===== src/rtl/tx_pkg.sv =====
package tx_pkg;

    ////////////////////////////////////////////////////////////////////////////
    // word and nibble geometry
    ////////////////////////////////////////////////////////////////////////////

    // parallel word from the source
    localparam int word_w       = 16;
    // quarter-rate nibble width
    localparam int nib_w        = 4;
    localparam int nib_per_word = word_w / nib_w;
    localparam int nib_idx_w    = $clog2(nib_per_word);
    // bit position inside one nibble
    localparam int bit_cnt_w    = $clog2(nib_w);

    // word buffer, depth equals the initial credit count
    localparam int buf_depth    = 4;
    localparam int buf_ptr_w    = $clog2(buf_depth);
    localparam int buf_cnt_w    = $clog2(buf_depth + 1);

    // output skew, stands in for the PI code
    localparam int skew_w       = 2;
    localparam int skew_taps    = 1 << skew_w;

    // fill pattern when the buffer runs dry
    localparam logic [word_w-1:0] idle_word = '0;

    // source of the word currently on the wire
    typedef enum logic {
        hr_idle,
        hr_data
    } hr_state_t;

endpackage


===== src/rtl/tx_word_buffer.sv =====
`timescale 1ns/1ps

module tx_word_buffer import tx_pkg::*; (
    input  logic              mdll_clk,
    input  logic              reset,
    input  logic              cke,
    input  logic [word_w-1:0] din,
    input  logic              din_valid,
    input  logic              take,
    output logic [word_w-1:0] head_word,
    output logic              head_avail,
    output logic              credit
);

    // storage, no reset on the payload
    logic [word_w-1:0]    mem [buf_depth];
    logic [buf_ptr_w-1:0] wr_ptr;
    logic [buf_ptr_w-1:0] rd_ptr;
    // occupancy, 0 to buf_depth
    logic [buf_cnt_w-1:0] count;
    logic                 full;
    logic                 push;
    logic                 pop;

    assign full       = (count == buf_cnt_w'(buf_depth));
    assign head_avail = (count != '0);
    assign head_word  = mem[rd_ptr];

    // whole buffer freezes with cke low
    assign pop  = cke & take & head_avail;
    // a push into a full buffer only lands if a pop frees a slot
    assign push = cke & din_valid & (~full | pop);

    ////////////////////////////////////////////////////////////////////////////
    // pointers and occupancy
    ////////////////////////////////////////////////////////////////////////////

    always_ff @(posedge mdll_clk) begin
        if (reset) begin
            wr_ptr <= '0;
            rd_ptr <= '0;
            count  <= '0;
        end else begin
            if (push) begin
                wr_ptr <= (wr_ptr == buf_ptr_w'(buf_depth - 1)) ? '0 : wr_ptr + 1'b1;
            end
            if (pop) begin
                rd_ptr <= (rd_ptr == buf_ptr_w'(buf_depth - 1)) ? '0 : rd_ptr + 1'b1;
            end
            // simultaneous push and pop leaves count alone
            case ({push, pop})
                2'b10:   count <= count + 1'b1;
                2'b01:   count <= count - 1'b1;
                default: count <= count;
            endcase
        end
    end

    always_ff @(posedge mdll_clk) begin
        if (push) begin
            mem[wr_ptr] <= din;
        end
    end

    // one credit back per word removed, one cycle after the pop
    always_ff @(posedge mdll_clk) begin
        if (reset) begin
            credit <= 1'b0;
        end else begin
            credit <= pop;
        end
    end

endmodule


===== src/rtl/hr_16t4_mux.sv =====
`timescale 1ns/1ps

module hr_16t4_mux import tx_pkg::*; (
    input  logic              mdll_clk,
    input  logic              reset,
    input  logic              cke,
    input  logic              invert,
    input  logic [word_w-1:0] head_word,
    input  logic              head_avail,
    input  logic              nib_load,
    output logic              word_take,
    output logic [nib_w-1:0]  nibble
);

    // held word, already complemented on the negative leg
    logic [word_w-1:0]    word_q;
    logic [word_w-1:0]    fill_word;
    logic [word_w-1:0]    word_sel;
    logic [nib_idx_w-1:0] nib_idx;
    logic                 last_nib;
    hr_state_t            state;

    // idle level of this leg
    assign fill_word = idle_word ^ {word_w{invert}};
    assign last_nib  = (nib_idx == nib_idx_w'(nib_per_word - 1));

    // pop only on the boundary that closes nibble 3
    assign word_take = cke & nib_load & last_nib & head_avail;

    ////////////////////////////////////////////////////////////////////////////
    // nibble index and word state
    ////////////////////////////////////////////////////////////////////////////

    always_ff @(posedge mdll_clk) begin
        if (reset) begin
            nib_idx <= '0;
            state   <= hr_idle;
        end else if (cke && nib_load) begin
            if (last_nib) begin
                nib_idx <= '0;
                // either a fresh word or idle fill for the next frame
                state   <= head_avail ? hr_data : hr_idle;
            end else begin
                nib_idx <= nib_idx + 1'b1;
            end
        end
    end

    // payload only changes on a take
    always_ff @(posedge mdll_clk) begin
        if (word_take) begin
            word_q <= head_word ^ {word_w{invert}};
        end
    end

    // idle frames bypass the held word
    assign word_sel = (state == hr_data) ? word_q : fill_word;
    assign nibble   = word_sel[nib_idx*nib_w +: nib_w];

endmodule


===== src/rtl/qr_4t1_mux.sv =====
`timescale 1ns/1ps

module qr_4t1_mux import tx_pkg::*; (
    input  logic             mdll_clk,
    input  logic             reset,
    input  logic             cke,
    input  logic [nib_w-1:0] nibble,
    output logic             nib_load,
    output logic             ser_bit
);

    // bit position within the current nibble
    logic [bit_cnt_w-1:0] bit_cnt;
    logic [nib_w-1:0]     shift_q;

    // last cycle of each nibble, acts as the divided clock for the word stage
    assign nib_load = (bit_cnt == bit_cnt_w'(nib_w - 1));

    ////////////////////////////////////////////////////////////////////////////
    // bit counter and shifter
    ////////////////////////////////////////////////////////////////////////////

    always_ff @(posedge mdll_clk) begin
        if (reset) begin
            bit_cnt <= '0;
        end else if (cke) begin
            // wraps 3 -> 0 with the word stage
            bit_cnt <= bit_cnt + 1'b1;
        end
    end

    // capture one cycle after the word stage has stepped its nibble
    always_ff @(posedge mdll_clk) begin
        if (reset) begin
            // park on the idle level presented by the word stage
            shift_q <= nibble;
        end else if (cke) begin
            if (bit_cnt == '0) begin
                shift_q <= nibble;
            end else begin
                // lsb first
                shift_q <= {shift_q[nib_w-1], shift_q[nib_w-1:1]};
            end
        end
    end

    assign ser_bit = shift_q[0];

endmodule


===== src/rtl/tx_skew_delay.sv =====
`timescale 1ns/1ps

module tx_skew_delay import tx_pkg::*; (
    input  logic              mdll_clk,
    input  logic              reset,
    input  logic              cke,
    input  logic [skew_w-1:0] ctl_pi,
    input  logic              ctl_valid,
    input  logic              ser_bit,
    output logic              dout
);

    // tap 0 is one cycle behind ser_bit
    logic [skew_taps-1:0] dly_q;
    // active skew code
    logic [skew_w-1:0]    code_q;

    ////////////////////////////////////////////////////////////////////////////
    // delay line
    ////////////////////////////////////////////////////////////////////////////

    always_ff @(posedge mdll_clk) begin
        if (reset) begin
            // flood with the leg's idle level
            dly_q <= {skew_taps{ser_bit}};
        end else if (cke) begin
            dly_q <= {dly_q[skew_taps-2:0], ser_bit};
        end
    end

    // new code only when qualified, like the PI ctl_valid
    always_ff @(posedge mdll_clk) begin
        if (reset) begin
            code_q <= '0;
        end else if (cke && ctl_valid) begin
            code_q <= ctl_pi;
        end
    end

    // tap select
    assign dout = dly_q[code_q];

endmodule


===== src/rtl/tx_top.sv =====
`timescale 1ns/1ps

module tx_top import tx_pkg::*; (
    input  logic              mdll_clk,
    input  logic              reset,
    input  logic [word_w-1:0] din,
    input  logic              din_valid,
    output logic              credit,
    input  logic              cke,
    input  logic [skew_w-1:0] ctl_pi,
    input  logic              ctl_valid,
    output logic              dout_p,
    output logic              dout_n
);

    // shared head of the word buffer
    logic [word_w-1:0] head_word;
    logic              head_avail;
    // pop strobe, positive leg only
    logic              word_take;

    // per-leg serializer nets
    logic [nib_w-1:0]  nibble_p;
    logic [nib_w-1:0]  nibble_n;
    logic              nib_load_p;
    logic              nib_load_n;
    logic              ser_bit_p;
    logic              ser_bit_n;

    tx_word_buffer u_buf (
        .mdll_clk, .reset, .cke, .din, .din_valid,
        .take       (word_take),
        .head_word, .head_avail, .credit
    );

    ////////////////////////////////////////////////////////////////////////////
    // positive leg
    ////////////////////////////////////////////////////////////////////////////

    hr_16t4_mux u_hr_p (
        .mdll_clk, .reset, .cke,
        .invert     (1'b0),
        .head_word, .head_avail,
        .nib_load   (nib_load_p),
        .word_take  (word_take),
        .nibble     (nibble_p)
    );

    qr_4t1_mux u_qr_p (
        .mdll_clk, .reset, .cke,
        .nibble     (nibble_p),
        .nib_load   (nib_load_p),
        .ser_bit    (ser_bit_p)
    );

    tx_skew_delay u_skew_p (
        .mdll_clk, .reset, .cke, .ctl_pi, .ctl_valid,
        .ser_bit    (ser_bit_p),
        .dout       (dout_p)
    );

    ////////////////////////////////////////////////////////////////////////////
    // negative leg, complemented word
    ////////////////////////////////////////////////////////////////////////////

    hr_16t4_mux u_hr_n (
        .mdll_clk, .reset, .cke,
        .invert     (1'b1),
        .head_word, .head_avail,
        .nib_load   (nib_load_n),
        // residue pop strobe, unused
        .word_take  (),
        .nibble     (nibble_n)
    );

    qr_4t1_mux u_qr_n (
        .mdll_clk, .reset, .cke,
        .nibble     (nibble_n),
        .nib_load   (nib_load_n),
        .ser_bit    (ser_bit_n)
    );

    tx_skew_delay u_skew_n (
        .mdll_clk, .reset, .cke, .ctl_pi, .ctl_valid,
        .ser_bit    (ser_bit_n),
        .dout       (dout_n)
    );

endmodule


===== config.mk =====
export PLATFORM = sky130hd
export DESIGN_NAME = tx_top
export DESIGN_NICKNAME = d
export VERILOG_FILES = /design/src/rtl/tx_pkg.sv /design/src/rtl/tx_word_buffer.sv /design/src/rtl/hr_16t4_mux.sv /design/src/rtl/qr_4t1_mux.sv /design/src/rtl/tx_skew_delay.sv /design/src/rtl/tx_top.sv
export SDC_FILE = /design/constraint.sdc
export NUM_CORES = 1
export LEC_CHECK = 0
export BUFFER_PORTS_ARGS = -buffer_cell sky130_fd_sc_hd__clkbuf_2
export CAP_MARGIN = 25
export CORE_UTILIZATION = 48
export DETAILED_ROUTE_END_ITERATION = 10
export PLACE_DENSITY = 0.62
export SYNTH_ARGS = -nofsm -noshare
export SYNTH_HDL_FRONTEND = slang
export SYNTH_SLANG_ARGS = --single-unit

===== constraint.sdc =====
create_clock -name mdll_clk -period 4.3 [get_ports mdll_clk]
set_clock_uncertainty 0.2 [all_clocks]
set_input_delay 0.86 -clock mdll_clk [delete_from_list [all_inputs] [get_ports mdll_clk]]
set_output_delay 0.86 -clock mdll_clk [all_outputs]
set_load 0.02 [all_outputs]

==> metrics <==
static leakage=2.186 nW; Final TNS setup=0 ns; clock tree buffer depth=2; synthesized net count=352; total grt overflow=0; Tightest Pin Transition=0.8183 ns; crit path kind=reg -> reg; EDFF count, synth=112; Seq/Total Area, Yosys=0.7104; Clk Latency, worst-skew pair=0.53 ns; WL/cell=17.16 um; DP Wirelength=5499 um; Pre-antenna DRT Iters=5; Hold Path Class=reg -> reg; CTS Buf Count=17; layout cells sized above 1=0.2403; Initial Util=0.4939; Hold Crit Endpoint=u_skew_p.dly_q[0]; CTS tree=yes; RR Startpoint=u_hr_p.nib_idx[0]; area post-placement=0.005583 mm2; crit start category=flop; core footprint=0.01084 mm2; DRT iter0 DRCs=143; Avg Inst Size Synth=16.94 um2; htree depth=4; # rows=38; Final ANT Viol Nets=0; Hold Buf Count CTS=0; fmax=362.6 MHz; Rel. slew slack=0.4544; Fillers=845; max incr delay on CP=0.54 ns; total power=2.895 mW; total track usage=0.1735; diodes inserted=0; P&R area growth vs syn=14.84%; Gate Count Post-Synth=316; library cells used by synthesis=35; initial antenna violation count=0; Crit. End Element=flop; Worst Path Max Fanout=7; prevailing post-synth register cell=edfxtp_1; Power per Cell Area=470.9 mW/mm2; #FFs+latches synth=134; Yosys top cell by area=edfxtp_1; MaxCap Viol Count=0; root buf cell=clkbuf_8; # DRC=0; Setup Viol. Count Final=0; vias in the first global route=2661; Synth top cells by count=edfxtp_1 (112), inv_1 (25), dfxtp_1 (22); first-pass GRT wire length=13910 um; reg2reg end=u_buf.count[2]; most common cell in the synthesized netlist=edfxtp_1; postcts setup bufs=0; unrepaired setup endpoints after global routing=no; max-slew violation count=0; hold_sp=u_qr_p.shift_q[0]; Die Wd=107.6 um; period utilisation layout=0.6413; worst r2r path cells=10; post-route cell area=0.006148 mm2; worst vdd ir=0.0003418 V; via count=2603; Die Y=107.6 um; Fin. Hold Viols=0; vias per cell=5.185; Final Util=0.5672; final WL=8615 um; Mapped Area=0.005354 mm2; IO Port Bufs=25; post-synth top area share=0.6282; CP max stage cell=dfxtp_1; total I/O pin count=26; async set-reset flop share out of synthesis=0; hold path cells=0; Final #Nets=386; critical path arrival=3.01 ns; status=complete, no violations; Placer Congestion=0.7782; Die ar.=0.01158 mm2; reg2reg setup slack=1.54 ns; largest net degree at the start of global routing=40; critical path cell sequence=ha_1 > and3_1 > nand2_1 > inv_1 > ha_1 > inv_1 > fa_1 > xor2_1 > or3_1 > a21oi_1; Post-CTS Resized=0; Tmin final=2.758 ns; clk slew on worst S/H paths=0.06 ns; Syn. warnings=0; TritonCTS Sinks=134; Critical Path RT=4.55 ns; cells taking the most area after synthesis=edfxtp_1 (63%), mux4_2 (8.4%), dfxtp_1 (8.2%)
final cells by class:
class	instances	area, um2	area share
well taps	140	175.2	0.02849
flip-flops and latches	134	3804	0.6186
clock buffers	18	417.9	0.06797
multi-input cells	135	1340	0.2179
clock inverters	13	132.6	0.02157
inverters	35	131.4	0.02137
repair buffers	27	147.6	0.02401
placed cells by master (no fill, tap or decap), types with 2 or more instances in the layout:
cell       instances
clkinv_1           3
ha_1              12
or3_1              2
clkbuf_2          25
a21oi_1           10
inv_1             25
mux4_2            20
inv_2             10
edfxtp_1         112
o21ai_0           13
xnor2_1            2
clkinv_2           2
bufinv_16          2
mux4_1             6
a21o_1             2
clkbuf_16         16
and2_1             4
nor2_1            17
dfxtp_1           22
mux2i_1            6
o32a_1             3
clkinv_4           4
nor3_1             2
nand2_1           18
nand2b_1           2
xor2_1             2
nand3_1            6
registers in the layout, summed over array words and instances (netlist names), 3 cells and up, named ones only:
name / cells
u_buf.mem: 64
u_hr_n.word_q: 16
u_hr_p.word_q: 16
u_qr_n.shift_q: 4
u_qr_p.shift_q: 4
u_skew_n.dly_q: 4
u_skew_p.dly_q: 4
u_buf.count: 3
layer usage:
layer / track usage / wire length [um]
met5: 0 / 0
met4: 0.09393 / 94
met3: 0.05630 / 267
met2: 0.2734 / 4415
met1: 0.2128 / 3837
cells by family (layout without fill, tap and decap cells):
| group | after synthesis | after routing | synth area share |
|---|---|---|---|
| compound gates | 29 | 29 | 0.03505 |
| xor+xnor | 4 | 4 | 0.006545 |
| fa+ha+maj | 13 | 13 | 0.03178 |
| buf+inv | 47 | 93 | 0.03926 |
| flops | 134 | 134 | 0.7104 |
| mux | 33 | 33 | 0.1269 |
| simple gates | 56 | 56 | 0.05001 |
metrics by stage:
| stage | hold slack [ns] | setup slack, ns | cells |
|---|---|---|---|
| 4_1_cts | 0.2568 | 1.527 | 501 |
| 3_5_place_dp | 0.2431 | 1.120 | 470 |
| 5_1_grt | 0.2642 | 1.310 | 502 |
| 6_report | 0.2549 | 1.542 | 502 |
| 3_3_place_gp | 0.2306 | 1.194 | 470 |
| 2_1_floorplan | 0.2268 | 1.553 | 316 |
power by group:
group	switching [mW]	internal (mW)
Combinational	0.0625	0.0408
Sequential	0.0143	1.44
Clock	0.522	0.817
worst max path at each step:
stage,start,to,slack [ns],cells past startpoint
global route,u_hr_p.nib_idx[0],u_buf.count[2],1.31,10
CTS,u_hr_p.nib_idx[0],u_buf.count[2],1.53,10
finish,u_hr_p.nib_idx[0],u_buf.count[2],1.54,10
floorplan,cke,u_buf.count[2],1.55,10
detailed placement,cke,u_buf.count[2],1.12,10
global placement,cke,u_buf.count[2],1.19,10
critical path, delay by kind of cell (launching register included):
family,cells,cell delay [ns]
simple gates,3,0.63
flops,1,0.54
buf+inv,2,0.14
xor+xnor,1,0.18
fa+ha+maj,3,0.85
compound gates,1,0.13
No activity file was read; power rests on OpenSTA's default activity.
